## config.mk

```make
export PLATFORM = sky130hd
export DESIGN_NAME = osdMixer
export DESIGN_NICKNAME = d
export VERILOG_FILES = /design/src/common/osdPkg.sv /design/src/video/osdMixer.sv
export VERILOG_INCLUDE_DIRS = /design/src /design/src/common
export SDC_FILE = /design/constraint.sdc
export NUM_CORES = 1
export LEC_CHECK = 0
export BUFFER_PORTS_ARGS = -buffer_cell sky130_fd_sc_hd__buf_4
export CAP_MARGIN = 20
export CORE_UTILIZATION = 49
export DETAILED_ROUTE_END_ITERATION = 6
export PLACE_DENSITY_LB_ADDON = 0.12
export SLEW_MARGIN = 10
export SYNTH_ARGS = -nofsm -noshare
export SYNTH_HDL_FRONTEND = slang
export SYNTH_SLANG_ARGS = --single-unit
export TNS_END_PERCENT = 1
```

## constraint.sdc

```tcl
create_clock -name clk_sys -period 3.5 [get_ports clk_sys]
set_input_delay 0 -clock clk_sys [delete_from_list [all_inputs] [get_ports clk_sys]]
set_output_delay 0 -clock clk_sys [all_outputs]
set_load 0.05 [all_outputs]
```

## src/common/osd_consts.svh

```systemverilog
`ifndef OSD_CONSTS_SVH
`define OSD_CONSTS_SVH

// bitmap window size in pixels and lines
`define OSD_WIDTH     10'd256
`define OSD_HEIGHT    10'd128

// window offsets from the centred position
`define OSD_X_OFFSET  10'd0
`define OSD_Y_OFFSET  10'd0

// rgb tint of the window with two bits per channel
`define OSD_COLOR     6'h3F

// datapath widths
`define CNT_W         10
`define CHAN_W        6
`define BUF_AW        11

// taller frames than this are doublescanned
`define DSCAN_LINES   10'd350

// command opcodes in the first byte of a transfer
`define CMD_ENABLE_OP 4'b0100
`define CMD_WRITE_OP  5'b00100

`endif

```

## src/common/osdPkg.sv

```systemverilog
`default_nettype none

`include "osd_consts.svh"

package osdPkg;

	typedef struct packed {
		logic [`CHAN_W-1:0] r;
		logic [`CHAN_W-1:0] g;
		logic [`CHAN_W-1:0] b;
	} rgbPixel_t;

	// one pixel clock worth of video
	typedef struct packed {
		rgbPixel_t pixel;
		logic      hSync;
		logic      vSync;
	} videoBeat_t;

	typedef struct packed {
		logic               en;
		logic [`BUF_AW-1:0] addr;
		logic [7:0]         data;
	} bufWrite_t;

	// counters of the current beat and the measured frame shape
	typedef struct packed {
		logic [`CNT_W-1:0] hCnt;
		logic [`CNT_W-1:0] vCnt;
		logic [`CNT_W-1:0] width;
		logic [`CNT_W-1:0] height;
		logic              hPol;
		logic              vPol;
		logic              doublescan;
	} frameGeom_t;

	typedef struct packed {
		videoBeat_t beat;
		logic       inWindow;
		logic [2:0] bitIdx;
	} fetchStage_t;

	// first byte of a transfer read as enable or as line write
	typedef union packed {
		struct packed {
			logic [3:0] op;
			logic [2:0] unused;
			logic       on;
		} enableCmd;
		struct packed {
			logic [4:0] op;
			logic [2:0] line;
		} writeCmd;
	} osdCmd_u;

endpackage

`default_nettype wire

```

## src/video/osdMixer.sv

```systemverilog
`timescale 1ns/1ps
`default_nettype none

`include "osd_consts.svh"

module osdMixer (
	input  logic                clk_sys,
	input  logic                SPI_SS3,
	input  osdPkg::fetchStage_t stage,
	input  logic [7:0]          rdData,
	output osdPkg::videoBeat_t  videoOut
);
	import osdPkg::*;

	localparam logic [`CHAN_W-1:0] OsdColor = `OSD_COLOR;

	fetchStage_t stageQ;
	videoBeat_t  blended;
	logic        osdBit;

	// pixel bit twice, tint, then the dimmed source
	function automatic logic [`CHAN_W-1:0] blendChan(
		input logic [`CHAN_W-1:0] chan,
		input logic               pix,
		input logic [1:0]         tint
	);
		return {{2{pix}}, tint, chan[`CHAN_W-1:`CHAN_W-2]};
	endfunction

	assign osdBit = rdData[stageQ.bitIdx];

	always_comb begin
		blended = stageQ.beat;
		if (stageQ.inWindow) begin
			blended.pixel.r = blendChan(stageQ.beat.pixel.r, osdBit, OsdColor[5:4]);
			blended.pixel.g = blendChan(stageQ.beat.pixel.g, osdBit, OsdColor[3:2]);
			blended.pixel.b = blendChan(stageQ.beat.pixel.b, osdBit, OsdColor[1:0]);
		end
	end

	// stageQ lines up with the byte coming out of the buffer
	always_ff @(posedge clk_sys or posedge SPI_SS3) begin
		if (SPI_SS3) begin
			stageQ   <= '0;
			videoOut <= '0;
		end else begin
			stageQ   <= stage;
			videoOut <= blended;
		end
	end

endmodule

`default_nettype wire

```

== After elaboration in Yosys (flattened, before gate mapping) ==
Cells that the tools add are included.

* Bits in registers: 44
* Output and inout port bits: 20
* Bits of input ports: 34

* Muxes and demuxes: 3
* $lt $le $gt $ge: 1

{| class="wikitable"
|+ Operators with widths
! operator !! number
|-
| $mux 18 || 1
|-
| $lt 3x4->1 const B || 1
|-
| $bmux 1 s3 || 1
|-
| $mux 1 || 1
|}

== Longest topological paths before layout ==
* Word-level depth: 3
* Mapped depth: 3

== Worst setup path after synthesis ==
OpenSTA, ideal clock, no wires.

* Kind: register -> register
* Start: register stageQ[0] (netlist bit)
* End: register videoOut[12] (netlist bit)
* Library setup time: 0.123 ns
* Clock period less this slack: 1.285 ns
* Path slack: 2.215 ns
* Path buffers: 0
* Cell stages (with the launch flop): 4
* Arrival: 1.162 ns
* Path through: dfrtp_1 -> mux4_2 -> nor2b_4 -> o2bb2ai_1

{| class="wikitable"
|+ RTL lines
! item !! line !! source
|-
| from (decl) || osdMixer.sv:17 || <nowiki>fetchStage_t stageQ;</nowiki>
|-
| from (signal assigned) || osdMixer.sv:47 || <nowiki>stageQ <= stage;</nowiki>
|-
| to (signal assigned) || osdMixer.sv:48 || <nowiki>videoOut <= blended;</nowiki>
|-
| to (decl) || osdMixer.sv:11 || <nowiki>output osdPkg::videoBeat_t videoOut</nowiki>
|}

==> reports/metrics.cfg <==
[run_status]
status = finished clean

[clocking]
insertion_delay_ns = 0.35
cts-resized-gates = 0
cts_tree = yes
cts_max_level = 2
cts_setup_buffers = 0
cts_hold_buffers = 25
cts_num_sinks = 44
path_clk_slew_ns = 0.13
cts_root_buf = clkbuf_4
clk_path_buf_depth = 2
cts_buffers = 5

[grt]
first_global_vias = 841
antenna_found_initial = 0
groute.usage.overall = 0.212
grt_pass1_wl_um = 3970
grt_max_degree = 45
overflow = 0

[floorplanning]
fp.dieW_um = 54.4
row_count = 18
initial_core_util = 0.529
fp.dieArea_mm2 = 0.00296
die_y_um = 54.4
ios = 54
coreArea_mm2 = 0.00254

[synthesis]
ys_top_cells_by_count = dfrtp_1, mux2_2, o2bb2ai_1, or2_2
avgSynthCellArea_um2 = 18.7
synth_nets = 106
ys_top_cells_by_area = dfrtp_1, mux2_2, o2bb2ai_1
synthesis.area_mm2 = 0.00135
synth_edf_count = 0
yosysMostFrequentCell = dfrtp_1
yosysWarnings = 0
synth_ff_type = dfrtp_1
async_reset_ff_frac = 1.00
yosysSeqAreaShare = 0.818
synth-seq-cells = 44
synth.largest_area_cell = dfrtp_1
yosysUniqueCellTypes = 12
yosys.area.top_type_share = 0.818
synth_cells = 72

[critical_path]
crit_path_end_kind = flip-flop
cp.required_ns = 3.77
start_kind = flip-flop
crit_type = reg -> reg
r2r_cells = 3
rr_startpoint = stageQ[3]
worstPathArrival_ns = 1.81
crit_fanout = 13
cp-startpoint = stageQ[3]

[routing]
wire_per_inst_um = 13.9
drc = 0
vias = 857
finalWirelength_um = 2610
dr.pass1.iters = 4
vias_per_cell = 4.58
antenna_left = 0
drtIter0Drc = 3

[worst_hold_path]
hold_class = in -> reg
whs_path_depth = 4
worstHoldStart = rdData[4]

[layout]
finalNetCount = 190
n_antenna_cell = 0
multi_input_area_um2 = 234
fill_cells = 142
regArea_mm2 = 0.00110
drive_gt1_frac = 0.484
areaGrowthSynthToFinish_pct = 57.3

[power_and_ir_drop]
vdd_ir_drop_max_uv = 476
p_per_area_mw_per_mm2 = 500
leakagePower_nw = 1.00

[sta]
rsz0062_at_grt = false
slew_headroom = 0.425
finalMaxSlewViolations = 0
period_share = 0.440
fin_skew_ns = 0.00799
period_minus_slack_ns = 1.54
fin_setup_tns_ns = 0
hold_viol_final = 0
tightest_slew_ns = 0.861
setup-violations-final = 0
fmax_mhz = 649
worst_slack_ns = 1.96

[placed_design]
dp_slack_ns = 1.99
dpl.hpwl_um = 1580
numPortBuffers = 53
globalplace.congestion = 0.640

[flow_run]
cap_viol_max_count = 0

worst max-delay path: stages (launching register included):
cell and delay, ns:
dfrtp_1 0.64, inv_1 0.23, a221o_1 0.39, o2bb2ai_1 0.20
path summary, 6_finish.rpt:
kind | end | slack (ns)
max in group asynchronous | stageQ[18] | 2.59
max reg2reg | videoOut[13] | 1.96
min | videoOut[6] | 0.19
max | videoOut[13] | 1.96
min in group asynchronous | videoOut[7] | 0.37
min reg2reg | videoOut[1] | 0.36
routing by layer:
layer  global-route usage  vias to the layer above  share of wire
li1                     -                      409              -
met1                0.236                      414           0.38
met2                0.364                       29           0.55
met3               0.0611                        5          0.048
met4                0.115                        0          0.017
met5                    0                        -              0
logic make-up after synthesis:
logic type	Yosys count	synth area share
DFF	44	0.818
muxes	9	0.0818
and+or+nand+nor	9	0.0455
AOI/OAI and AO/OA	7	0.0465
buffers and inverters	3	0.00836
where the power goes:
part	leakage [nW]	switching, mW	internal (mW)
combinational	0.448	0.0975	0.0783
clock	0.0484	0.159	0.171
sequential	0.505	0.0136	0.539
cell usage in the layout, fill, tap and decap left out:
master	n
nor2b_1	1
mux4_2	1
inv_2	1
buf_4	53
mux2_2	6
clkbuf_8	1
clkinv_4	1
clkbuf_4	5
o2bb2ai_1	6
dlygate4sd3_1	25
nor2_1	1
a221o_1	1
nor2b_4	1
or2_2	6
bufinv_16	1
mux2i_1	2
inv_1	1
dfrtp_1	44
per-stage QoR:
stage	hold slack (ns)	instances	power (mW)	util	cell area [µm²]
floorplan	0.0314	72	0.651	-	1350
global placement	0.109	154	0.713	0.699	1780
detailed placement	0.110	154	0.716	0.699	1780
CTS	0.171	187	1.07	0.832	2120
global route	0.189	187	1.10	0.832	2120
finish	0.193	187	1.06	0.832	2120
area by class of cell:
cell class | count | share of cell area
Sequential cell | 44 | 0.520
Clock buffer | 6 | 0.0242
Clock inverter | 2 | 0.0183
Inverter | 2 | 0.00354
Tap cell | 30 | 0.0177
Timing Repair Buffer | 78 | 0.306
Multi-Input combinational cell | 25 | 0.110
sequential cells by signal, summed over array words and instances (netlist names):
name	cells
stageQ	22
blended	2
videoOut	20
(Power assumes the default switching activity.)
