## src/common/osd_consts.svh

```systemverilog
`ifndef OSD_CONSTS_SVH
`define OSD_CONSTS_SVH

// bitmap window size in pixels and lines
`define OSD_WIDTH     10'd256
`define OSD_HEIGHT    10'd128

// window offsets from the centred position
`define OSD_X_OFFSET  10'd0
`define OSD_Y_OFFSET  10'd0

// rgb tint of the window with two bits per channel
`define OSD_COLOR     6'h3F

// datapath widths
`define CNT_W         10
`define CHAN_W        6
`define BUF_AW        11

// taller frames than this are doublescanned
`define DSCAN_LINES   10'd350

// command opcodes in the first byte of a transfer
`define CMD_ENABLE_OP 4'b0100
`define CMD_WRITE_OP  5'b00100

`endif

```

## src/common/osdPkg.sv

```systemverilog
`default_nettype none

`include "osd_consts.svh"

package osdPkg;

	typedef struct packed {
		logic [`CHAN_W-1:0] r;
		logic [`CHAN_W-1:0] g;
		logic [`CHAN_W-1:0] b;
	} rgbPixel_t;

	// one pixel clock worth of video
	typedef struct packed {
		rgbPixel_t pixel;
		logic      hSync;
		logic      vSync;
	} videoBeat_t;

	typedef struct packed {
		logic               en;
		logic [`BUF_AW-1:0] addr;
		logic [7:0]         data;
	} bufWrite_t;

	// counters of the current beat and the measured frame shape
	typedef struct packed {
		logic [`CNT_W-1:0] hCnt;
		logic [`CNT_W-1:0] vCnt;
		logic [`CNT_W-1:0] width;
		logic [`CNT_W-1:0] height;
		logic              hPol;
		logic              vPol;
		logic              doublescan;
	} frameGeom_t;

	typedef struct packed {
		videoBeat_t beat;
		logic       inWindow;
		logic [2:0] bitIdx;
	} fetchStage_t;

	// first byte of a transfer read as enable or as line write
	typedef union packed {
		struct packed {
			logic [3:0] op;
			logic [2:0] unused;
			logic       on;
		} enableCmd;
		struct packed {
			logic [4:0] op;
			logic [2:0] line;
		} writeCmd;
	} osdCmd_u;

endpackage

`default_nettype wire

```

## src/video/syncAnalyzer.sv

```systemverilog
`timescale 1ns/1ps
`default_nettype none

`include "osd_consts.svh"

module syncAnalyzer (
	input  logic               clk_sys,
	input  logic               SPI_SS3,
	input  osdPkg::videoBeat_t videoIn,
	output osdPkg::frameGeom_t geom
);

	logic              hsPrev;
	logic              vsPrev;
	logic [`CNT_W-1:0] hCntQ;
	logic [`CNT_W-1:0] vCntQ;
	logic [`CNT_W-1:0] hsHigh;
	logic [`CNT_W-1:0] hsLow;
	logic [`CNT_W-1:0] vsHigh;
	logic [`CNT_W-1:0] vsLow;
	logic              hEdge;
	logic              vEdge;
	logic              hLeave;
	logic              hPol;
	logic              vPol;
	logic [`CNT_W-1:0] hCnt;
	logic [`CNT_W-1:0] vCnt;
	logic [`CNT_W-1:0] width;
	logic [`CNT_W-1:0] height;

	// the pulse is the shorter of the two phases
	assign hPol   = hsHigh < hsLow;
	assign vPol   = vsHigh < vsLow;
	assign width  = hPol ? hsLow : hsHigh;
	assign height = vPol ? vsLow : vsHigh;

	assign hEdge  = videoIn.hSync != hsPrev;
	assign vEdge  = videoIn.vSync != vsPrev;
	// end of the hsync pulse starts a new line
	assign hLeave = hEdge && (hsPrev == hPol);

	// counters of the beat now on videoIn
	always_comb begin
		hCnt = hEdge ? '0 : hCntQ + 1'b1;
		if (vEdge) begin
			vCnt = '0;
		end else if (hLeave) begin
			vCnt = vCntQ + 1'b1;
		end else begin
			vCnt = vCntQ;
		end
	end

	always_ff @(posedge clk_sys or posedge SPI_SS3) begin
		if (SPI_SS3) begin
			hsPrev <= 1'b0;
			vsPrev <= 1'b0;
			hCntQ  <= '0;
			vCntQ  <= '0;
			hsHigh <= '0;
			hsLow  <= '0;
			vsHigh <= '0;
			vsLow  <= '0;
		end else begin
			hsPrev <= videoIn.hSync;
			vsPrev <= videoIn.vSync;
			hCntQ  <= hCnt;
			vCntQ  <= vCnt;
			// length of the phase that just ended
			if (hEdge) begin
				if (hsPrev) begin
					hsHigh <= hCntQ + 1'b1;
				end else begin
					hsLow <= hCntQ + 1'b1;
				end
			end
			if (vEdge) begin
				if (vsPrev) begin
					vsHigh <= vCntQ + 1'b1;
				end else begin
					vsLow <= vCntQ + 1'b1;
				end
			end
		end
	end

	assign geom = '{
		hCnt:       hCnt,
		vCnt:       vCnt,
		width:      width,
		height:     height,
		hPol:       hPol,
		vPol:       vPol,
		doublescan: height > `DSCAN_LINES
	};

endmodule

`default_nettype wire
```

## config.mk

```make
export PLATFORM = sky130hd
export DESIGN_NAME = syncAnalyzer
export DESIGN_NICKNAME = d
export VERILOG_FILES = /design/src/common/osdPkg.sv /design/src/video/syncAnalyzer.sv
export VERILOG_INCLUDE_DIRS = /design/src /design/src/common
export SDC_FILE = /design/constraint.sdc
export NUM_CORES = 1
export LEC_CHECK = 0
export BUFFER_PORTS_ARGS = -buffer_cell sky130_fd_sc_hd__buf_2
export CORE_MARGIN = 3
export CORE_UTILIZATION = 45
export CTS_BUF_LIST = sky130_fd_sc_hd__clkbuf_16
export CTS_CLUSTER_DIAMETER = 30
export DETAILED_ROUTE_END_ITERATION = 10
export HOLD_SLACK_MARGIN = 0.12
export PLACE_DENSITY = 0.69
export SYNTH_ARGS = -nofsm -noshare
export SYNTH_HDL_FRONTEND = slang
export SYNTH_SLANG_ARGS = --single-unit
```

## constraint.sdc

```tcl
create_clock -name clk_sys -period 5.73 [get_ports clk_sys]
set_clock_uncertainty 0.2 [all_clocks]
set_input_delay 0.573 -clock clk_sys [delete_from_list [all_inputs] [get_ports clk_sys]]
set_output_delay 0.573 -clock clk_sys [all_outputs]
set_load 0.01 [all_outputs]
```

Yosys cells after proc, flatten, opt, wreduce, memory -nomap -nowiden
Cells that the tools add are included.
{"block": "word_totals", "output_inout_bits": 43, "in_bits": 22, "reg_bits": 62}
{"block": "op_classes", "n_addsub": 2, "magnitude_cmp": 3, "eq_ne": 3, "n_reduce_logical": 5, "n_mux": 5, "bitwise": 2}
{"operator": "10-bit two-way mux", "n": 5}
{"operator": "10-bit by 1-bit adder with 10-bit output, second input constant", "n": 2}
{"operator": "10-bit < comparator", "n": 2}
{"operator": "10-bit by 9-bit > comparator with 1-bit output, second input constant", "n": 1}
{"operator": "2-bit AND reduction", "n": 4}
{"operator": "1-bit != test", "n": 2}
{"operator": "1-bit NOT", "n": 2}
{"operator": "1-bit == test", "n": 1}
{"operator": "1-bit logical AND", "n": 1}

Depth between registers and ports, before layout
{"block": "logic_depth", "ltp_word": 5, "ltp_mapped": 10}

Least setup slack after synthesis
No wires, ideal clock.
{"block": "synth_path", "path_type": "input-to-output", "start": "input port videoIn[1] in the netlist's numbering", "end": "output port geom[28] in the netlist's numbering", "required_ns": 4.957, "arrival_ns": 2.271, "path_stages": 8, "n_path_buf": 1, "setup_slack_ns": 2.686, "cell_sequence": "inv_1 > ha_1 > inv_1 > clkbuf_1 > a311o_1 > nor2_4 > or3_1 > a21boi_1"}
{"element": "from (decl)", "line_no": "syncAnalyzer.sv:9", "source": "input osdPkg::videoBeat_t videoIn,"}
{"element": "to (decl)", "line_no": "syncAnalyzer.sv:10", "source": "output osdPkg::frameGeom_t geom"}

==> results.toml <==
[critical_path]
arrival_ps = 2900
path_max_fanout = 11
critPathLaunchType = "primary input"
crit_type = "primary input to output pin"
slowest_stage = "or3_1"
cp_cell_sequence = "buf_2 > inv_1 > ha_1 > inv_1 > and3_1 > nor2b_1 > a311o_1 > nor2_4 > or3_1 > a21boi_1 > buf_2"
slowest_delay_ps = 360
critPathCaptureType = "output pin"
rr_worst_depth = 8
cp.required_ps = 4960

[clock_tree]
cts_resized = 0
clockBufferDepth = 2
clk_latency_ps = 320
cts_root_buf = "clkbuf_16"
cts-buffers-inserted = 9
h-tree-depth = 3
postCtsHoldBufs = 0
cts_setup_buffers = 0
clk_pin_slew_ps = 50
cts_sinks = 62
tritoncts = "built"

[route]
remaining_drc_errors = 0
final_antenna_net_count = 0
wl_per_cell_um = 13.8
viasPerCell = 5.17
num_vias = 2513
drtIter0Drc = 110
wl_mm = 6.70
drtPass1Iterations = 4

[grt]
grt_pass1_wl_mm = 11.6
grt_pass1_vias = 2455
track_usage_pct = 17.1
antenna_found_initial = 0
grt-ovfl-total = 0
grt_max_degree = 63

[timing]
maxSlewViolCount = 0
rsz0062_at_grt = "false"
period_share_pct = 64.1
tns_ps = 0
whs_ps = 193
fmax_mhz = 272
finalHoldViolCount = 0
timing.final.ws_setup_ps = 2060
timing.slew.headroom_pct = 48.9
tightest_slew_ps = 767
period_needed_ps = 3670
setup_viol_count_final = 0

[yosys]
synth.cell_area_mm2 = 0.00336
yosysSeqAreaShare_pct = 46.1
ys_seq_elements = 62
syn_inst = 341
synth_area_per_cell_um2 = 9.86
yosys_warnings = 0
syn_nets = 387
ys_types = 40

[layout]
design_area_mm2 = 0.00396
instances_no_fill = 486
layout_commonest_cell = "dfrtp_1"
drive_gt1_share_pct = 23.1
antenna_cells = 0
nets = 432
syn_to_final_growth_pct = 17.8
fillers = 630
layout.cells.most_common_list = "62 x dfrtp_1, 49 x nor2_1, 46 x buf_2"

[min_path]
min_path_cells = 1
worstHoldPathType = "primary input to flop"

[floorplan]
core_mm2 = 0.00702
die_w_um = 92.4
io_pins = 65
rows = 30
dieHeight_um = 92.4
die_area_mm2 = 0.00854
initial_core_util_pct = 47.9

[placement]
placed_area_mm2 = 0.00366
io_buffer_count = 46
preCtsSetupSlack_ps = 2060
placed_cells = 471
dpl.hpwl_mm = 4.75
gp_congestion = 0.834

[power]
power_density_mw_per_mm2 = 372
p_leak_nw = 1.97
peakVddDrop_mv = 0.198

[job]
drv_cap = 0

[status]
status = "finished clean"
==> cells by family after synthesis <==
group                    Yosys count  share of synthesized area [%]
AO/OA/AOI/OAI                     71                           11.9
XOR/XNOR                          20                           5.21
adder cells (fa/ha/maj)           24                           8.93
buffers and inverters             40                           4.95
flip-flops                        62                           46.1
multiplexers                      28                           9.30
AND/OR/NAND/NOR                   96                           13.5
==> cell usage after synthesis <==
cell,number,area [µm²]
a21boi_1,1,7.51
a21o_1,6,45.0
a21oi_1,45,225
a21oi_2,1,8.76
a311o_1,1,10.0
a31o_2,1,8.76
a31oi_1,1,6.26
and2_1,5,31.3
and3_1,7,43.8
buf_1,1,3.75
buf_2,1,5.00
buf_4,2,15.0
buf_6,1,11.3
clkbuf_1,9,33.8
dfrtp_1,62,1550
ha_1,24,300
inv_1,26,97.6
mux2_2,22,248
mux2_4,1,15.0
mux2i_1,5,50.1
nand2_1,12,45.0
nand2b_1,4,25.0
nand3_1,10,50.1
nand4_1,1,6.26
nand4bb_1,1,11.3
nor2_1,49,184
nor2_4,1,11.3
nor2b_1,3,18.8
nor4_1,1,6.26
nor4b_2,1,15.0
o211ai_1,1,7.51
o21a_1,1,7.51
o21ai_0,7,35.0
o21ai_1,3,15.0
o21ai_2,1,8.76
o311ai_0,1,8.76
o31ai_1,1,7.51
or3_1,1,6.26
xnor2_1,13,114
xor2_1,7,61.3
==> per-stage QoR <==
stage | util [%] | power (mW)
floorplan | - | 0.817
global placement | 52.1 | 0.918
detailed placement | 52.1 | 0.926
CTS | 56.4 | 1.49
global route | 56.4 | 1.56
finish | 56.4 | 1.47
==> final timing paths <==
check | start | endpoint | slack, ps
max in group asynchronous | SPI_SS3 | hCntQ[1]$_DFF_PP0_ | 4560
worst max-delay path | videoIn[1] | geom[28] | 2060
worst min register to register | hsLow[0]$_DFFE_PP0P_ | hsLow[0]$_DFFE_PP0P_ | 330
worst min-delay path | videoIn[0] | vsPrev$_DFF_PP0_ | 190
worst max register to register | hsPrev$_DFF_PP0_ | vCntQ[5]$_DFF_PP0_ | 3070
min in group asynchronous | SPI_SS3 | hsHigh[3]$_DFFE_PP0P_ | 290
==> per-layer routing <==
layer	GRT usage [%]	vias to the layer above	wire length, µm
li1	-	1251	-
met1	23.9	1205	3380
met2	24.8	45	2930
met3	4.31	12	263
met4	7.80	0	128
met5	0	-	0
==> critical path: cells and delay by family <==
| kind | cells | cell delay [ps] |
|---|---|---|
| AND/OR/NAND/NOR | 4 | 830 |
| buffers and inverters | 4 | 650 |
| AO/OA/AOI/OAI | 2 | 490 |
| adder cells (fa/ha/maj) | 1 | 340 |
==> state kept, by name, indices dropped and copies added (netlist names) <==
name and cells:
hCntQ 10, hsHigh 10, hsLow 10, hsPrev 1, vCntQ 10, vsHigh 10, vsLow 10, vsPrev 1
==> power breakdown <==
group | leakage (nW) | switching [mW] | internal, mW
sequential | 0.776 | 0.0510 | 0.493
combinational | 1.05 | 0.196 | 0.178
clock | 0.150 | 0.180 | 0.373
==> cell type report <==
cell class / count / area, µm² / area share [%]
clock buffer: 9 / 225 / 5.69
multi-input combinational: 239 / 1640 / 41.5
tap: 96 / 120 / 3.03
inverter: 26 / 97.6 / 2.46
clock inverter: 6 / 77.6 / 1.96
timing repair buffer: 48 / 245 / 6.19
sequential: 62 / 1550 / 39.2
(Power assumes the default switching activity.)
