File: src/common/osd_consts.svh
`ifndef OSD_CONSTS_SVH
`define OSD_CONSTS_SVH

// bitmap window size in pixels and lines
`define OSD_WIDTH     10'd256
`define OSD_HEIGHT    10'd128

// window offsets from the centred position
`define OSD_X_OFFSET  10'd0
`define OSD_Y_OFFSET  10'd0

// rgb tint of the window with two bits per channel
`define OSD_COLOR     6'h3F

// datapath widths
`define CNT_W         10
`define CHAN_W        6
`define BUF_AW        11

// taller frames than this are doublescanned
`define DSCAN_LINES   10'd350

// command opcodes in the first byte of a transfer
`define CMD_ENABLE_OP 4'b0100
`define CMD_WRITE_OP  5'b00100

`endif

File: src/common/osdPkg.sv
`default_nettype none

`include "osd_consts.svh"

package osdPkg;

	typedef struct packed {
		logic [`CHAN_W-1:0] r;
		logic [`CHAN_W-1:0] g;
		logic [`CHAN_W-1:0] b;
	} rgbPixel_t;

	// one pixel clock worth of video
	typedef struct packed {
		rgbPixel_t pixel;
		logic      hSync;
		logic      vSync;
	} videoBeat_t;

	typedef struct packed {
		logic               en;
		logic [`BUF_AW-1:0] addr;
		logic [7:0]         data;
	} bufWrite_t;

	// counters of the current beat and the measured frame shape
	typedef struct packed {
		logic [`CNT_W-1:0] hCnt;
		logic [`CNT_W-1:0] vCnt;
		logic [`CNT_W-1:0] width;
		logic [`CNT_W-1:0] height;
		logic              hPol;
		logic              vPol;
		logic              doublescan;
	} frameGeom_t;

	typedef struct packed {
		videoBeat_t beat;
		logic       inWindow;
		logic [2:0] bitIdx;
	} fetchStage_t;

	// first byte of a transfer read as enable or as line write
	typedef union packed {
		struct packed {
			logic [3:0] op;
			logic [2:0] unused;
			logic       on;
		} enableCmd;
		struct packed {
			logic [4:0] op;
			logic [2:0] line;
		} writeCmd;
	} osdCmd_u;

endpackage

`default_nettype wire

File: src/video/osdFetch.sv
`timescale 1ns/1ps
`default_nettype none

`include "osd_consts.svh"

module osdFetch (
	input  logic                clk_sys,
	input  logic                SPI_SS3,
	input  osdPkg::videoBeat_t  videoIn,
	input  osdPkg::frameGeom_t  geom,
	input  logic                osdEnable,
	output logic [`BUF_AW-1:0]  rdAddr,
	output osdPkg::fetchStage_t stage
);

	logic [`CNT_W-1:0]  winH;
	logic [`CNT_W-1:0]  hStart;
	logic [`CNT_W-1:0]  vStart;
	logic [`CNT_W-1:0]  col;
	logic [`CNT_W-1:0]  row;
	logic               hIn;
	logic               vIn;
	logic               syncOff;
	logic               inWindow;
	logic [`BUF_AW-1:0] addrNext;
	logic [2:0]         bitNext;

	// ************************************************************
	// centred window
	// ************************************************************

	assign winH   = geom.doublescan ? (`OSD_HEIGHT << 1) : `OSD_HEIGHT;
	assign hStart = ((geom.width - `OSD_WIDTH) >> 1) + `OSD_X_OFFSET;
	assign vStart = ((geom.height - winH) >> 1) + `OSD_Y_OFFSET;

	assign col = geom.hCnt - hStart;
	assign row = geom.vCnt - vStart;

	// compare the offsets so the window end never wraps
	assign hIn     = (geom.hCnt >= hStart) && (col < `OSD_WIDTH);
	assign vIn     = (geom.vCnt >= vStart) && (row < winH);
	assign syncOff = (videoIn.hSync != geom.hPol) && (videoIn.vSync != geom.vPol);
	assign inWindow = osdEnable && syncOff && hIn && vIn;

	// each bit covers two rows or four under doublescan
	assign addrNext = geom.doublescan ? {row[7:5], col[7:0]} : {row[6:4], col[7:0]};
	assign bitNext  = geom.doublescan ? row[4:2] : row[3:1];

	always_ff @(posedge clk_sys or posedge SPI_SS3) begin
		if (SPI_SS3) begin
			stage <= '0;
		end else begin
			stage <= '{beat: videoIn, inWindow: inWindow, bitIdx: bitNext};
		end
	end

	always_ff @(posedge clk_sys) begin
		rdAddr <= addrNext;
	end

endmodule

`default_nettype wire

File: config.mk
export PLATFORM = sky130hd
export DESIGN_NAME = osdFetch
export DESIGN_NICKNAME = d
export VERILOG_FILES = /design/src/common/osdPkg.sv /design/src/video/osdFetch.sv
export VERILOG_INCLUDE_DIRS = /design/src /design/src/common
export SDC_FILE = /design/constraint.sdc
export NUM_CORES = 1
export LEC_CHECK = 0
export BUFFER_PORTS_ARGS = -buffer_cell sky130_fd_sc_hd__buf_2
export CAP_MARGIN = 40
export CORE_ASPECT_RATIO = 1.2
export CORE_UTILIZATION = 35
export CTS_CLUSTER_DIAMETER = 200
export DETAILED_ROUTE_END_ITERATION = 7
export PLACE_DENSITY_LB_ADDON = 0.08
export SLEW_MARGIN = 20
export SYNTH_ARGS = -nofsm -noshare
export SYNTH_HDL_FRONTEND = slang
export SYNTH_SLANG_ARGS = --single-unit
File: constraint.sdc
create_clock -name clk_sys -period 1.6 [get_ports clk_sys]
set_clock_uncertainty 0.1 [all_clocks]
set_input_delay 0 -clock clk_sys [delete_from_list [all_inputs] [get_ports clk_sys]]
set_output_delay 0 -clock clk_sys [all_outputs]
set_load 0.02 [all_outputs]
After elaboration in Yosys (flattened, before gate mapping)
Index checks and enable logic that the tools add are counted.
{ "totals": {"in_bits": 66, "reg_bits": 35, "out_inout_bits": 35} }
{ "op_classes": {"add_sub_neg": 4, "magnitude_cmp": 4, "n_eq_ne": 2, "n_reduce_logical": 6, "muxes": 3} }
{ "ops": {"columns": ["operator", "n"], "rows": [
  ["$sub A10 B9 Y10", 3],
  ["$ge A10 B9 Y1", 2],
  ["$mux W11", 1],
  ["$lt A10 B9 Y1", 1],
  ["$lt A10 B9 Y1 const B", 1],
  ["$sub A10 B9 Y10 const B", 1],
  ["$mux W9", 1],
  ["$logic_and A1 B1 Y1", 6],
  ["$mux W3", 1],
  ["$ne A1 B1 Y1", 2]
]} }

Longest topological paths before layout
{ "logic_depth": {"depth_word": 6, "ltp_mapped": 15, "depth_no_buf": 13} }

Worst setup path after synthesis
No wires, ideal clock.
{ "synth_timing": {"kind": "input -> register", "from": "input geom[0] (netlist bit)", "to": "register stage[3] (netlist bit)", "arrival_time_ns": 2.584, "setup_ns": 0.111, "required_time_ns": 1.389, "setup_slack_ns": -1.195, "path_buffers": 2, "stages": 15, "path_cell_list": "clkbuf_1 -> inv_1 -> ha_1 -> inv_1 -> fa_1 -> inv_1 -> ha_1 -> buf_2 -> nand4_1 -> a21oi_1 -> a211oi_1 -> xnor2_1 -> ha_1 -> nand4b_1 -> a2111oi_2"} }
{ "synth_via": {"elab_chain_len": 6, "elab_cells_between_ends": 7} }
{ "synth_lines": {"columns": ["item", "line_no", "rtl"], "rows": [
  ["start: declaration", "osdFetch.sv:10", "input osdPkg::frameGeom_t geom,"],
  ["$mux W9 (no source line) *", null, null],
  ["$sub A10 B9 Y10", "osdFetch.sv:34", "assign vStart = ((geom.height - winH) >> 1) + `OSD_Y_OFFSET;"],
  ["$sub A10 B9 Y10", "osdFetch.sv:37", "assign row = geom.vCnt - vStart;"],
  ["$lt A10 B9 Y1", "osdFetch.sv:41", "assign vIn = (geom.vCnt >= vStart) && (row < winH);"],
  ["$logic_and A1 B1 Y1 *", "osdFetch.sv:41", null],
  ["$logic_and A1 B1 Y1 *", "osdFetch.sv:43", "assign inWindow = osdEnable && syncOff && hIn && vIn;"],
  ["via inWindow", "osdFetch.sv:24", "logic inWindow;"],
  ["end signal: assignment", "osdFetch.sv:53", "stage <= '{beat: videoIn, inWindow: inWindow, bitIdx: bitNext};"],
  ["end: declaration", "osdFetch.sv:13", "output osdPkg::fetchStage_t stage"]
]} }
The timed path passes the listed nets; every way through them passes the cells marked *.

Final worst setup path
{ "layout_timing": {"from": "input geom[10] (netlist bit)", "to": "register stage[3] (netlist bit)"} }
{ "layout_via": {"elab_chain_len": 5, "elab_cells_between_ends": 6} }
{ "layout_lines": {"columns": ["item", "line_no"], "rows": [
  ["$sub A10 B9 Y10 *", "osdFetch.sv:34"],
  ["$sub A10 B9 Y10", "osdFetch.sv:37"],
  ["$lt A10 B9 Y1", "osdFetch.sv:41"],
  ["$logic_and A1 B1 Y1 *", "osdFetch.sv:41"],
  ["$logic_and A1 B1 Y1 *", "osdFetch.sv:43"],
  ["via inWindow", "osdFetch.sv:24"]
]} }
Marked as above.

==> metrics.txt <==
outcome finished, violations left; failing checks negative setup slack; die area 0.005616 mm2; placed cell count 371; Multi-input gate area 989.7 um2; CP top delay family adder cells; CTS Root Cell clkbuf_8; max_slew headroom 72.57%; Worst Setup Start Kind primary input; Initial Utilization 37.16%; CP arrival 2.16 ns; Worst setup EP type register; GRT Util Overall 18.22%; core area 0.005010 mm2; unrepaired setup endpoints after global routing yes; Post-synth ARST share 68.57%; Final Hold Slack 0.02437 ns; largest net degree at the start of global routing 12; routing usage on met1 19.56%; Final ANT Viol Nets 0; synthesized area per cell 10.64 um2; crit path time final 2.085 ns; Die W 68.58 um; I/O Pins 101; PD cells 829.0 mW/mm2; register area 820.8 um2; Tightest Pin Transition 0.4079 ns; Setup-failing EPs final 1; final setup margin -0.4855 ns; Critical Path Fanout Max 2; synth unique cells 35; grt total ovfl 0; Critical-path top delay cell fa_1; initial antenna violation count 0; die height 81.90 um; CP bufs+invs 4; most frequent cell on the critical path inv_2; Mapped Nets 264; Routability Congestion 0.9045; global-route met2 utilization 33.33%; CTS tree yes; dpl hpwl 3.584 mm; clk slew on worst S/H paths 0.07 ns; register area share after synthesis 44.09%; H-tree lvl count 2; global routing's busiest layer met2; Num CTS Buffers 5; CP required 1.68 ns; Setup CP Type in2reg; post-route insts no fill 407; Max-Cap Viols 0; Remaining DRCs 0; Leak 1.676 nW; FF+latch count, synth 35; DRT Pass-1 Iters 4; first-pass GRT wire length 7.583 mm; EDFF count, synth 0; vias per std cell 4.518; met3 usage in global routing 4.861%; Fin. Hold Viols 0; Max Slew Vio Count 0; share of cells above drive strength 1 47.55%; Synth Flop Type dfrtp_1; Post-Syn Instances 175; port buffer count 98; Routed WL per cell 11.28 um; final net count 435; Cell Rows 28; # diodes 0; fmax 0.4795 GHz; Max stage delay on crit path 0.48 ns; P&R area growth vs syn 69.42%; worst hold path class in2reg; Fillers 451; Final Cycle Share 130.3%; VDD IR-drop max 0.4302 mV; crit-path cells buf_2 > inv_2 > ha_4 > inv_2 > fa_1 > inv_2 > ha_4 > nand4_1 > a21oi_2 > a211oi_2 > xnor2_1 > ha_2 > nand4b_1 > a2111oi_2; detailed-route via count 1839; Num Clock Sinks 35; DR iter-0 viols 48; final WL 4.589 mm; clock buffer depth 2; synth warn 0; synthesized area 0.001862 mm2; vias in the first global route 1788
area by class of cell:
class | instances | share of cell area (%)
clock buffers | 6 | 2.301
flip-flops and latches | 35 | 26.02
inverters | 25 | 3.213
clock inverters | 2 | 0.3967
repair buffers | 166 | 34.31
multi-input cells | 113 | 31.38
well taps | 60 | 2.380
logic make-up after synthesis:
kind of cell,synth area share [%]
AND/OR/NAND/NOR,8.602
adder cells (fa/ha/maj),16.67
XOR/XNOR,7.997
AO/OA/AOI/OAI,15.39
flip-flops,44.09
multiplexers,1.747
buffers and inverters,5.510
metal layers:
| metal | part of all wire, % | routed length (um) |
|---|---|---|
| met4 | 1.9 | 88 |
| met3 | 5.3 | 244 |
| met1 | 41 | 1882 |
| met5 | 0 | 0 |
| met2 | 52 | 2374 |
cells in the mapped netlist (all sizes together), types with 2 or more instances:
cell,count,area [um2]
o21ai,4,20.02
nor2,9,33.78
nand4,2,12.51
ha,20,250.2
nand3,3,15.01
o21a,2,15.01
a2111oi,2,30.03
nand2b,3,18.77
a31oi,4,31.28
dfxtp,11,220.2
xor2,10,87.58
fa,3,60.06
a211oi,3,22.52
and3,2,12.51
dfrtp,24,600.6
nand2,7,26.28
nor2b,3,21.27
a21oi,9,45.04
a21o,9,67.56
inv,25,93.84
mux2,2,22.52
xnor2,7,61.31
where the power goes:
group          switching [mW]  internal (mW)  leakage, nW
registers              0.0266          0.981        0.374
logic                   0.492          0.502         1.26
clock network           0.309          0.304       0.0412
total                   0.827           1.79         1.68
layout by cell type, fill, tap and decap left out, types with 2 or more instances in the layout:
cell           Yosys  final
a2111oi_2          2      2
a211oi_1           3      2
a21o_1             9      9
a21oi_1            9      6
a21oi_2            0      3
a31oi_1            3      3
and3_1             2      2
buf_2              1     97
buf_4              0     40
clkbuf_8           0      5
dfrtp_1           24     24
dfxtp_1           11     11
dlygate4sd3_1      0     27
fa_1               3      2
ha_1              20     17
ha_4               0      2
inv_1             25     21
inv_2              0      3
mux2_2             2      2
nand2_1            7      7
nand2b_1           3      3
nand3_1            3      2
nand4_1            2      2
nor2_1             9      9
nor2b_1            2      2
o21a_1             2      2
o21ai_0            4      4
xnor2_1            7      7
xor2_1            10     10
final timing paths:
kind / startpoint / end / slack, ns / cells past startpoint
setup / recovery: geom[10] / stage[3] / -0.49 / 14
hold / removal: geom[0] / rdAddr[8] / 0.02 / 5
max in group asynchronous: SPI_SS3 / stage[17] / 0.82 / 4
min in group asynchronous: SPI_SS3 / stage[6] / 0.14 / 3
flip-flops by register name, indices dropped and copies added (netlist names):
register,count
rdAddr,11
stage,24
metrics by stage:
stage                     instance area (um2)  TNS, ns  total power [mW]  worst slack, ns  utilization (%)
after CTS                                3151  -0.5960             2.628          -0.5879            62.89
after global routing                     3154  -0.6753             2.799          -0.5969            62.96
after floorplan                          1921   -1.157             1.562          -0.8967                -
after detailed placement                 2750   -1.900             1.931          -0.9900            54.90
after global placement                   2750   -1.853             1.927          -0.9481            54.90
final                                    3154  -0.4855             2.615          -0.4855            62.96
what timing repair did:
item | 4_1_cts | 5_1_grt
gates resized for setup | 11 | 1
buffers inserted | 1 | 0
pin swaps | 7 | 3
hold buffers | 27 | 0
hold endpoints to repair | 50 | 0
endpoints found under the setup margin | 2 | 3
Note: power is estimated with default switching activity, not from simulation.
