===== src/common/osd_consts.svh =====
`ifndef OSD_CONSTS_SVH
`define OSD_CONSTS_SVH

// bitmap window size in pixels and lines
`define OSD_WIDTH     10'd256
`define OSD_HEIGHT    10'd128

// window offsets from the centred position
`define OSD_X_OFFSET  10'd0
`define OSD_Y_OFFSET  10'd0

// rgb tint of the window with two bits per channel
`define OSD_COLOR     6'h3F

// datapath widths
`define CNT_W         10
`define CHAN_W        6
`define BUF_AW        11

// taller frames than this are doublescanned
`define DSCAN_LINES   10'd350

// command opcodes in the first byte of a transfer
`define CMD_ENABLE_OP 4'b0100
`define CMD_WRITE_OP  5'b00100

`endif


===== src/common/osdPkg.sv =====
`default_nettype none

`include "osd_consts.svh"

package osdPkg;

	typedef struct packed {
		logic [`CHAN_W-1:0] r;
		logic [`CHAN_W-1:0] g;
		logic [`CHAN_W-1:0] b;
	} rgbPixel_t;

	// one pixel clock worth of video
	typedef struct packed {
		rgbPixel_t pixel;
		logic      hSync;
		logic      vSync;
	} videoBeat_t;

	typedef struct packed {
		logic               en;
		logic [`BUF_AW-1:0] addr;
		logic [7:0]         data;
	} bufWrite_t;

	// counters of the current beat and the measured frame shape
	typedef struct packed {
		logic [`CNT_W-1:0] hCnt;
		logic [`CNT_W-1:0] vCnt;
		logic [`CNT_W-1:0] width;
		logic [`CNT_W-1:0] height;
		logic              hPol;
		logic              vPol;
		logic              doublescan;
	} frameGeom_t;

	typedef struct packed {
		videoBeat_t beat;
		logic       inWindow;
		logic [2:0] bitIdx;
	} fetchStage_t;

	// first byte of a transfer read as enable or as line write
	typedef union packed {
		struct packed {
			logic [3:0] op;
			logic [2:0] unused;
			logic       on;
		} enableCmd;
		struct packed {
			logic [4:0] op;
			logic [2:0] line;
		} writeCmd;
	} osdCmd_u;

endpackage

`default_nettype wire


===== src/spi/osdSpiClient.sv =====
`timescale 1ns/1ps
`default_nettype none

`include "osd_consts.svh"

module osdSpiClient (
	input  logic              clk_sys,
	input  logic              SPI_SS3,
	input  logic              spiSck,
	input  logic              spiCs,
	input  logic              spiDi,
	output osdPkg::bufWrite_t bufWr,
	output logic              osdEnable
);
	import osdPkg::*;

	logic [1:0]         sckSync;
	logic [1:0]         csSync;
	logic [1:0]         diSync;
	logic               sckPrev;
	logic               sckRise;
	logic [3:0]         bitCnt;
	logic [7:0]         shiftReg;
	logic [7:0]         rxByte;
	osdCmd_u            cmd;
	logic               cmdDone;
	logic               wrFire;
	logic [`BUF_AW-1:0] wrAddr;
	logic               wrEn;
	logic [`BUF_AW-1:0] wrAddrQ;
	logic [7:0]         wrData;

	// ************************************************************
	// pin synchronisers
	// ************************************************************

	always_ff @(posedge clk_sys or posedge SPI_SS3) begin
		if (SPI_SS3) begin
			sckSync <= 2'b00;
			csSync  <= 2'b11;
			diSync  <= 2'b00;
			sckPrev <= 1'b0;
		end else begin
			sckSync <= {sckSync[0], spiSck};
			csSync  <= {csSync[0], spiCs};
			diSync  <= {diSync[0], spiDi};
			sckPrev <= sckSync[1];
		end
	end

	// mode 0 takes data on the rising clock edge
	assign sckRise = sckSync[1] & ~sckPrev;

	// msb first byte including the bit being sampled now
	assign rxByte = {shiftReg[6:0], diSync[1]};

	// last bit of a payload byte under a write command
	assign wrFire = sckRise && !csSync[1] && (bitCnt == 4'd15) &&
		(cmd.writeCmd.op == `CMD_WRITE_OP);

	// ************************************************************
	// bit counter and command decode
	// ************************************************************

	always_ff @(posedge clk_sys or posedge SPI_SS3) begin
		if (SPI_SS3) begin
			bitCnt    <= '0;
			cmd       <= '0;
			cmdDone   <= 1'b0;
			wrAddr    <= '0;
			wrEn      <= 1'b0;
			osdEnable <= 1'b0;
		end else begin
			cmdDone <= 1'b0;
			wrEn    <= wrFire;
			if (csSync[1]) begin
				bitCnt <= '0;
				wrAddr <= '0;
			end else begin
				if (sckRise) begin
					// 0..7 is the command byte and payload bytes loop over 8..15
					bitCnt <= (bitCnt < 4'd15) ? bitCnt + 4'd1 : 4'd8;
					if (bitCnt == 4'd7) begin
						cmd     <= rxByte;
						cmdDone <= 1'b1;
					end
				end
				// the command selects one 256 byte line
				if (cmdDone) begin
					wrAddr <= {cmd.writeCmd.line, 8'h00};
				end
				if (wrFire) begin
					wrAddr <= wrAddr + 1'b1;
				end
			end
			if (cmdDone && (cmd.enableCmd.op == `CMD_ENABLE_OP)) begin
				osdEnable <= cmd.enableCmd.on;
			end
		end
	end

	// shift register and write payload
	always_ff @(posedge clk_sys) begin
		if (sckRise) begin
			shiftReg <= rxByte;
		end
		if (wrFire) begin
			wrAddrQ <= wrAddr;
			wrData  <= rxByte;
		end
	end

	assign bufWr = '{en: wrEn, addr: wrAddrQ, data: wrData};

endmodule

`default_nettype wire


===== config.mk =====
export PLATFORM = sky130hd
export DESIGN_NAME = osdSpiClient
export DESIGN_NICKNAME = d
export VERILOG_FILES = /design/src/common/osdPkg.sv /design/src/spi/osdSpiClient.sv
export VERILOG_INCLUDE_DIRS = /design/src /design/src/common
export SDC_FILE = /design/constraint.sdc
export NUM_CORES = 1
export LEC_CHECK = 0
export CORE_MARGIN = 3
export CORE_UTILIZATION = 60
export CTS_CLUSTER_SIZE = 10
export DETAILED_ROUTE_END_ITERATION = 8
export DONT_BUFFER_PORTS = 1
export GPL_TIMING_DRIVEN = 0
export PLACE_DENSITY = 0.76
export SLEW_MARGIN = 25
export SYNTH_ARGS = -nofsm -noshare
export SYNTH_HDL_FRONTEND = slang
export SYNTH_SLANG_ARGS = --single-unit

===== constraint.sdc =====
create_clock -name clk_sys -period 2.7 [get_ports clk_sys]
set_input_delay 0.135 -clock clk_sys [delete_from_list [all_inputs] [get_ports clk_sys]]
set_output_delay 0.135 -clock clk_sys [all_outputs]
set_load 0.005 [all_outputs]

Yosys cells after proc, flatten, opt, wreduce, memory -nomap -nowiden
Index checks and enable logic that the tools add are counted.
{"block": "totals", "register_bits": 59, "inputBits": 5, "wordCells": 40}
{"block": "classes", "addsub": 2, "magnitude_cmp": 1, "eq_ne": 4, "n_mux": 9, "bitwise_logic": 3, "reduce_logical": 8}
{"cell": "$mux W11", "count": 3}
{"cell": "$mux W4", "count": 3}
{"cell": "$add A11 B1 Y11 const B", "count": 1}
{"cell": "$eq A4 B3 Y1 const B", "count": 2}
{"cell": "$eq A5 B3 Y1 const B", "count": 1}
{"cell": "$add A4 B1 Y4 const B", "count": 1}
{"cell": "$eq A4 B4 Y1 const B", "count": 1}
{"cell": "$logic_and A1 B1 Y1", "count": 4}
{"cell": "$lt A4 B4 Y1 const B", "count": 1}
{"cell": "$mux W1", "count": 3}
{"cell": "$reduce_and A3 Y1", "count": 1}
{"cell": "$reduce_bool A3 Y1", "count": 1}
{"cell": "$not A1 Y1", "count": 2}
{"cell": "$reduce_bool A2 Y1", "count": 1}
{"cell": "$and A1 B1 Y1", "count": 1}
{"cell": "$logic_not A1 Y1", "count": 1}

Depth between registers and ports, before layout
Gate-level depths: netlist of run 1.
{"block": "logic_depth", "word_depth": 7, "ltp_mapped": 7, "mapped_depth_nobuf": 6}

Worst setup path after synthesis of run 1
No wires, ideal clock.
{"block": "synth_timing", "kind": "register to register", "startpoint": "register bitCnt[0]", "endpoint": "register wrAddr[3]", "setup_time_ns": 0.118, "arrival_ns": 2.258, "path_slack_ns": 0.324, "stages_incl_launch_ff": 8, "n_path_buf": 1, "cell_sequence": "dfrtp_1 ha_1 nand4b_2 or4_4 buf_6 clkinv_1 mux2_2 a21o_1"}
{"block": "synth_via", "elab_chain_cells": 5}
{"element": "start: declaration", "line": "osdSpiClient.sv:22", "text": "logic [3:0] bitCnt;"}
{"element": "start signal: assignment", "line": "osdSpiClient.sv:82", "text": "bitCnt <= (bitCnt < 4'd15) ? bitCnt + 4'd1 : 4'd8;"}
{"element": "$eq A4 B4 Y1 *", "line": "osdSpiClient.sv:58", "text": "assign wrFire = sckRise && !csSync[1] && (bitCnt == 4'd15) &&"}
{"element": "$logic_and A1 B1 Y1 * (2 in series)", "line": "osdSpiClient.sv:58"}
{"element": "net wrFire", "line": "osdSpiClient.sv:27", "text": "logic wrFire;"}
{"element": "$mux W11", "line": "osdSpiClient.sv:92", "text": "if (wrFire) begin"}
{"element": "$mux W11", "line": "osdSpiClient.sv:76", "text": "if (csSync[1]) begin"}
{"element": "end signal: assignment", "line": "osdSpiClient.sv:90", "text": "wrAddr <= {cmd.writeCmd.line, 8'h00};"}
{"element": "end signal: assignment", "line": "osdSpiClient.sv:93", "text": "wrAddr <= wrAddr + 1'b1;"}
{"element": "end: declaration", "line": "osdSpiClient.sv:28", "text": "logic [`BUF_AW-1:0] wrAddr;"}
The timed path passes the listed nets; every way through them passes the cells marked *.
A chain may end at the register's enable or synchronous reset.

Worst setup path in the final report of run 1
{"block": "layout_timing", "startpoint": "register bitCnt[0]", "endpoint": "register wrAddr[5]"}
The elaborated chain is that of the path after synthesis.

==> metrics, run 1 <==
Seq/Total Area, Yosys=0.714; global-route wire length before repair=approximately 6700 um; die area=4520 um^2; Setup TNS=0 ps; #FFs+latches synth=59; Avg Cell Area, Syn=~15 um^2; largest net degree at the start of global routing=34; outcome=complete, no violations; Final ANT Viol Nets=0; Core Area=3470 um^2; 1st-iter DRT viols=93; Worst Setup Start Kind=flip-flop; CTS Buffer Depth=2; worst hold path type=reg2reg; port bufs=0; Tot GR Track Use=0.213; DRC violations left=0; Routability Congestion=0.754; Starting Density=0.649; peak supply drop=around 0.57 mV; Hold Path Cell Cnt=0; worst skew pair latency=330 ps; non-filler cells in the finished layout=217; min-delay src=csSync[0]; R2R Path End=wrAddr[5]; CTS root buf=clkbuf_8; fill count=roughly 230; Least-Margin Pin Slew=687 ps; max cap viols=0; slowest library cell on the worst path=or4_4; Routed WL=4180 um; WL/cell=19.2 um; worst relative slew slack=0.539; RR Startpoint=bitCnt[0]; Final setup viols=0; Required @ worst endpoint=2920 ps; drt pass-1 iters=4; final hold viol count=0; cell count after synthesis=150; Worst R2R Path Depth=7; power density cells=711 nW/um^2; setup ws final=272 ps; min cycle time layout=between 2000 and 2500 ps; vias=1284; Worst Skew=8.20 ps; synth unique cells=36; GR Overflow Total=0; leakage=1.06 nW; number of global-route vias before repair=1395; critical path cell sequence=ha_1 -> nand4b_2 -> or4_4 -> buf_6 -> clkinvlp_4 -> mux2_2 -> a21o_1; DP Worst Slack=51.4 ps; # H-tree levels=3; fin nets=173; CTS buffer count=9; worst hold margin=359 ps; Die X=roughly 67 um; die height=67.3 um; ANT cells=0; detailed placement HPWL=2420 um; Row Count=21; Cell Area, Synth=around 2300 um^2; Crit Path Max Fanout=13; reg2reg setup slack=roughly 270 ps; Post-Syn Nets=between 150 and 200; Final Cycle Share=0.899; unrepaired setup endpoints after global routing=false; Synth warnings=0; layout cell share with drive strength beyond 1=0.234; Clock Sinks=59; Vias/cell=slightly below 6; Worst Hold Path EP=csSync[1]; CTS tree=done; CP Data Arrival Time=2650 ps; DP Cell Count=196; highest clock rate=412 MHz; crit path kind=reg2reg; slowest stage delay, CP=around 540 ps; initial antenna violation count=0; max-slew violation count=0; IO Pins=26; Reg clk slew, reported paths=~70 ps; area grow syn2layout=13.9%; Critical Path Sink Type=flip-flop
[what timing repair did]
item | CTS | global route
setup buffers | 0 | 0
hold endpoints to repair | 34 | 0
hold buffers | 4 | 0
endpoints found under the setup margin | 0 | 3
gates resized for setup | 0 | 1
[critical path: cells and delay by family, from the launching register on]
kind            cells  cell delay, ps
compound gates      1             170
fa+ha+maj           1             250
buf+inv             2             410
flops               1             400
mux                 1             370
simple gates        2             710
[cells in the mapped netlist]
master / instances / area share
a21o_1: 4 / 0.013
a21oi_1: 2 / 0.0044
a311oi_1: 1 / 0.0039
a31oi_1: 2 / 0.0056
and3_1: 2 / 0.0056
and4_1: 1 / 0.0039
buf_4: 1 / 0.0033
buf_6: 1 / 0.0050
clkbuf_1: 3 / 0.0050
clkinv_1: 1 / 0.0017
dfrtp_1: 31 / 0.34
dfstp_2: 2 / 0.023
edfxtp_1: 26 / 0.35
ha_1: 2 / 0.011
inv_1: 4 / 0.0067
mux2_2: 15 / 0.075
mux2i_1: 3 / 0.013
nand2_1: 9 / 0.015
nand3_1: 10 / 0.022
nand4_1: 2 / 0.0056
nand4b_2: 1 / 0.0067
nand4bb_1: 1 / 0.0050
nor2_1: 4 / 0.0067
nor2b_1: 2 / 0.0056
nor3_1: 5 / 0.011
nor3_2: 1 / 0.0044
o211ai_1: 1 / 0.0033
o21ai_0: 3 / 0.0067
o311ai_0: 2 / 0.0078
o41ai_1: 1 / 0.0039
or2_1: 1 / 0.0028
or2_2: 1 / 0.0028
or3_1: 1 / 0.0028
or4_1: 2 / 0.0067
or4_4: 1 / 0.0050
xor2_1: 1 / 0.0039
[worst max path at each step]
stage,from,to,slack (ps),cells after the start
after detailed placement,bitCnt[0],wrAddr[5],50,7
after global placement,bitCnt[0],wrAddr[3],110,7
after floorplan,bitCnt[0],wrAddr[3],320,7
final,bitCnt[0],wrAddr[5],270,7
after CTS,bitCnt[0],wrAddr[5],30,7
after global routing,bitCnt[0],wrAddr[5],160,7
[logic make-up (layout without fill, tap and decap cells)]
group | after synthesis | count (layout) | share of synthesized area
buffers and inverters | 10 | 31 | 0.0217
AND/OR/NAND/NOR | 44 | 44 | 0.112
AO/OA/AOI/OAI | 16 | 16 | 0.0489
adder cells (fa/ha/maj) | 2 | 2 | 0.0111
multiplexers | 18 | 18 | 0.0883
XOR/XNOR | 1 | 1 | 0.00389
flip-flops | 59 | 59 | 0.714
[power breakdown]
part / switching [mW] / internal, mW / total [mW]
registers: 0.00742 / 0.948 / 0.955
clock network: 0.327 / 0.508 / 0.835
logic: 0.0217 / 0.0111 / 0.0329
[sequential cells by signal (all words and copies together) (netlist names), 2 cells and up]
| name | cells |
|---|---|
| shiftReg | 7 |
| wrAddrQ | 11 |
| wrData | 8 |
| wrAddr | 11 |
| cmd | 8 |
| bitCnt | 4 |
| sckSync | 2 |
| diSync | 2 |
| csSync | 2 |
[routing by layer]
layer  vias up  wire, um  part of all wire  GRT usage
met3         7       121             0.029     0.0532
met4         0        99             0.024      0.122
met2        34      2150              0.52      0.358
met1       653      1800              0.43      0.247
met5         -         0                 0          0
li1        590         -                 -          -
[metrics by stage]
step,power [mW],instance area (um^2),util
finish,1.82,2560,0.740
global route,1.89,2560,0.740
global placement,0.998,2310,0.666
floorplan,0.991,2250,-
CTS,1.83,2560,0.737
detailed placement,1.00,2310,0.666
[layout make-up]
| type | count | area (um^2) | area share |
|---|---|---|---|
| flip-flops and latches | 59 | 1610 | 0.627 |
| multi-input cells | 81 | 594 | 0.232 |
| clock buffers | 9 | 124 | 0.0483 |
| clock inverters | 7 | 82.6 | 0.0322 |
| well taps | 46 | 57.6 | 0.0224 |
| repair buffers | 4 | 40.0 | 0.0156 |
| plain buffers | 5 | 30.0 | 0.0117 |
| inverters | 5 | 22.5 | 0.00878 |
| repair inverters | 1 | 5.00 | 0.00195 |
[placed cells by master (no fill, tap or decap), types with 2 or more instances in the layout]
master,n
clkbuf_1,3
ha_1,2
or4_1,2
clkbuf_8,9
a31oi_1,2
nor2_1,4
inv_1,3
dfstp_2,2
dfrtp_1,31
edfxtp_1,26
and3_1,2
a21o_1,4
nor2b_1,2
nand4_1,2
clkinv_1,2
clkinv_2,3
mux2_2,15
nand2_1,9
mux2i_1,3
a21oi_1,2
o311ai_0,2
bufinv_16,2
o21ai_0,3
nor3_1,5
dlygate4sd3_1,4
nand3_1,10
Power figures use the tool's default switching activity.
==> inputs of run 2 (changes only) <==
Settings changed: CELL_PAD_IN_SITES_DETAIL_PLACEMENT from default to 1, CELL_PAD_IN_SITES_GLOBAL_PLACEMENT from default to 2, CORE_UTILIZATION 60 to 44, HOLD_SLACK_MARGIN from default to 0.02, PLACE_DENSITY 0.76 to default, PLACE_DENSITY_LB_ADDON from default to 0.1.
==> run 2 against run 1 <==
  * Flip-flop and latch count did not move
  * Power rose by 7.0%
  * Wire length rose by 2.2%
  * Final cell count rose by 9.2%
  * Fmax fell by 3.0%
  * Critical path depth did not move
  * Sequential power barely moved
  * Critical endpoint unchanged
  * Largest cell class unchanged
==> metrics, run 2 (synthesis gave the netlist of run 1 again) <==
outcome=complete, no violations; Row Count=25; layout cell share with drive strength beyond 1=0.235; initial antenna violation count=0; commonest non-fill, non-tap cell in the layout=dfrtp_1; post-layout instance area=2620 um^2; Die X=77.5 um; Crit Path Max Fanout=26; number of global-route vias before repair=~1400; 1st-iter DRT viols=39; peak supply drop=0.404 mV; detailed placement HPWL=2680 um; Reg clk slew, reported paths=60 ps; Clock Sinks=59; min cycle time layout=approximately 2500 ps; area grow syn2layout=16.3%; Placed Area=around 2300 um^2; unrepaired setup endpoints after global routing=false; final core utilization=0.540; CTS buffer count=9; Largest regs=wrAddrQ: 11 flops, wrAddr: 11 flops; Critical Path Sink Type=flip-flop; IO Pins=26; final hold viol count=0; leakage=1.08 nW; Final ANT Viol Nets=0; max cap viols=0; Required @ worst endpoint=2910 ps; global-route wire length before repair=about 7300 um; non-filler cells in the finished layout=roughly 240; CTS tree=done; power density cells=745 nW/um^2; worst hold path type=reg2reg; worst hold margin=between 300 and 400 ps; worst skew pair latency=between 300 and 400 ps; die height=77.5 um; max-slew violation count=0; Vias/cell=5.36; # H-tree levels=3; port bufs=0; worst relative slew slack=0.523; fill count=474; highest clock rate=399 MHz; Routability Congestion=between 0.6 and 0.7; largest net degree at the start of global routing=34; Worst Skew=7.03 ps; Worst Setup Start Kind=flip-flop; drt pass-1 iters=4; CTS root buf=clkbuf_8; Final setup viols=0; Setup Buffers After CTS=0; Starting Density=0.465; Core Area=between 4000 and 5000 um^2; crit path kind=reg2reg; ANT cells=0; Least-Margin Pin Slew=715 ps; GR Overflow Total=0; fin nets=172; WL/cell=18.0 um; Routed WL=4270 um; CP Data Arrival Time=2710 ps; die area=~6000 um^2; Final Cycle Share=0.927; Tot GR Track Use=0.162; CTS Buffer Depth=2; vias=1271; DP Cell Count=approximately 220; DRC violations left=0; most frequent cells in the layout=dfrtp_1, edfxtp_1, mux2_2
[run 2: timing repair]
| action | CTS | global route |
|---|---|---|
| hold buffers | 4 | 0 |
| gates resized for setup | 1 | 0 |
| endpoints found under the hold margin | 34 | 0 |
| endpoints found under the setup margin | 2 | 0 |
[run 2: worst paths after layout]
kind / startpoint / end / slack (ps) / cells past startpoint
setup / recovery: bitCnt[0] / wrAddr[5] / 200 / 7
hold / removal: csSync[0] / csSync[1] / 360 / 0
setup reg to reg: bitCnt[0] / wrAddr[5] / 200 / 7
hold reg to reg: csSync[0] / csSync[1] / 360 / 0
max in group asynchronous: SPI_SS3 / wrAddr[7] / 1860 / 2
min in group asynchronous: SPI_SS3 / wrAddr[1] / 390 / 2
[run 2: through the flow]
stage	power [mW]	setup WS [ps]	TNS (ps)
final	1.95	196	0
after global routing	2.02	19.5	0
after CTS	1.97	167	0
after detailed placement	1.00	-31.3	-51.6
after global placement	1.00	70.4	0
after floorplan	0.991	324	0
[run 2: critical path, cell delays in order, from the launching register on]
cell,delay [ps]
dfrtp_1,380
ha_1,240
nand4b_2,180
or4_4,550
buf_6,160
clkinv_2,320
mux2_2,390
a21o_1,180
[run 2: cell type report]
cell class / instances / area [um^2] / area share
Inverter: 5 / 20.0 / 0.00764
Timing Repair Buffer: 4 / 40.0 / 0.0153
Clock buffer: 11 / 141 / 0.0540
Buffer: 5 / 30.0 / 0.0115
Clock inverter: 5 / 100 / 0.0382
Tap cell: 67 / 83.8 / 0.0320
Sequential cell: 59 / 1610 / 0.614
Multi-Input combinational cell: 81 / 594 / 0.227
[run 2: report_power, final]
group	internal (mW)	switching, mW	total (mW)
registers	0.948	0.00713	0.955
logic	0.0112	0.0219	0.0332
clock network	0.636	0.327	0.963
total	1.59	0.357	1.95
[run 2: routing by layer]
layer	routed length, um	track usage	part of all wire
met5	0	0	0
met2	2060	0.265	0.48
met3	115	0.0383	0.027
met1	2030	0.205	0.48
met4	56	0.0694	0.013
==> inputs of run 3 (changes only) <==
Settings changed: CORE_ASPECT_RATIO from default to 0.75, PLACE_DENSITY_LB_ADDON 0.1 to 0.05.
==> run 3 against run 2 <==
  * Wire length is 4.6% lower
  * Critical endpoint unchanged
  * Flip-flop and latch count unchanged
  * Via count decreased by 1.3%
  * Critical path depth did not move
  * Combinational power shrank 2%
  * Clock skew barely moved
  * Utilization is 0.92 points higher
  * Sequential power is essentially flat
  * Global-route usage grew 0.47 points
  * Register-to-register slack is essentially flat
  * Highest routed layer unchanged
==> metrics, run 3 (synthesis gave the netlist of run 1 again) <==
ANT cells=0; Routability Congestion=0.747; Required @ worst endpoint=2940 ps; area grow syn2layout=14.7%; Tot GR Track Use=0.166; number of global-route vias before repair=~1400; Clock Sinks=59; leakage=about 1.0 nW; fill count=approximately 450; max cap viols=0; sw frac=0.204; initial antenna violation count=0; Row Count=21; unrepaired setup endpoints after global routing=false; CP Data Arrival Time=roughly 2700 ps; fin nets=172; Hold Path Cell Cnt=1; final hold viol count=0; non-filler cells in the finished layout=between 200 and 250; 1st-iter DRT viols=61; Critical Path Sink Type=flip-flop; Int Pwr=~1.5 mW; Worst Setup Start Kind=flip-flop; Flop pwr share=0.515; Worst Hold Path EP=csSync[0]; DP Worst Slack=45.3 ps; Least-Margin Pin Slew=716 ps; crit path kind=reg2reg; min-delay src=spiCs; commonest non-fill, non-tap cell in the layout=dfrtp_1; outcome=complete, no violations; R2R Path End=wrAddr[5]; Sw Pwr=0.378 mW; most frequent cells in the layout=dfrtp_1, edfxtp_1, mux2_2; layout cell share with drive strength beyond 1=0.235; global-route wire length before repair=about 7100 um; drt pass-1 iters=4; RR Startpoint=bitCnt[1]; Vias/cell=5.52; # H-tree levels=3; CTS root buf=clkbuf_8; die height=68.0 um; worst skew pair latency=340 ps; IO Pins=26; Crit Path Max Fanout=26; setup ws final=197 ps; Reg clk slew, reported paths=70 ps; Routed WL=4070 um; reg2reg setup slack=200 ps; worst relative slew slack=0.520; Starting Density=0.479; Setup TNS=0 ps; Worst Skew=around 6.6 ps; CTS tree=done; CTS buffer count=9; power density cells=717 nW/um^2; Setup Buffers After CTS=0; Clk pwr share=0.467; die area=about 6000 um^2; largest net degree at the start of global routing=34; Largest regs=wrAddrQ: 11 flops, wrAddr: 11 flops; worst hold path type=in2reg; WL/cell=17.9 um; DP Cell Count=207; peak supply drop=0.521 mV; max-slew violation count=0; GR Overflow Total=0; port bufs=0; Core Area=4700 um^2; min cycle time layout=2500 ps; DRC violations left=0; highest clock rate=400 MHz; CTS Buffer Depth=2; vias=1254; Final ANT Viol Nets=0; Die X=88.6 um; Final setup viols=0; Final Cycle Share=0.927; Worst R2R Path Depth=7; detailed placement HPWL=2630 um; Comb pwr share=0.018
run 3: cell count changes in the layout (fill, tap and decap cells not counted):
cell,delta
clkinvlp_4,+3
clkbuf_1,-1
clkinv_2,-2
bufinv_16,-1
clkinv_1,+1
clkbuf_8,-1
clkinv_4,+1
run 3: repair_timing:
action | in CTS | in global routing
resized for setup | 0 | 1
hold buffers | 4 | 0
endpoints found under the setup margin | 0 | 3
hold endpoints to repair | 34 | 0
run 3: layer usage:
layer  wire length (um)  GRT usage  vias up
met3                242     0.0963        7
met1               1940      0.211      630
met5                  0          0        -
met2               1820      0.239       32
met4                 67     0.0566        0
li1                   -          -      585
run 3: power by group through the flow:
stage | clock network, mW | registers [mW] | logic, mW
after floorplan | 0 | 0.969 | 0.0215
after global routing | 0.934 | 0.955 | 0.0380
after global placement | 0 | 0.971 | 0.0283
after detailed placement | 0 | 0.972 | 0.0294
after CTS | 0.889 | 0.954 | 0.0340
final | 0.865 | 0.954 | 0.0326
run 3: critical path: stages (launching register included):
cell and delay (ps):
dfrtp_1 370, ha_1 230, nand4b_2 160, or4_4 540, buf_6 160, clkinvlp_4 380, mux2_2 390, a21o_1 170
run 3: metrics by stage:
step,util,power [mW],hold WS [ps],cell area [um^2]
finish,0.549,1.85,347,2580
global route,0.549,1.93,326,2580
CTS,0.549,1.88,316,2580
detailed placement,0.494,1.00,140,2320
global placement,0.494,1.00,140,2320
floorplan,-,0.991,139,2250
run 3: worst max-delay path by stage:
stage / cells after the start / slack (ps) / end / from
6_report: 7 / 200 / wrAddr[5] / bitCnt[1]
5_1_grt: 7 / 30 / wrAddr[5] / bitCnt[0]
4_1_cts: 7 / 20 / wrAddr[3] / bitCnt[1]
3_5_place_dp: 7 / 50 / wrAddr[5] / bitCnt[1]
3_3_place_gp: 7 / 60 / wrAddr[5] / bitCnt[0]
2_1_floorplan: 7 / 320 / wrAddr[3] / bitCnt[0]
run 3: layout make-up:
class                   count  area [um^2]  area share
inverters                   5         22.5     0.00872
flip-flops and latches     59         1610       0.623
repair buffers              4         40.0      0.0155
clock inverters             7         92.6      0.0358
well taps                  57         71.3      0.0276
plain buffers               5         30.0      0.0116
clock buffers               9          124      0.0479
multi-input cells          81          594       0.230
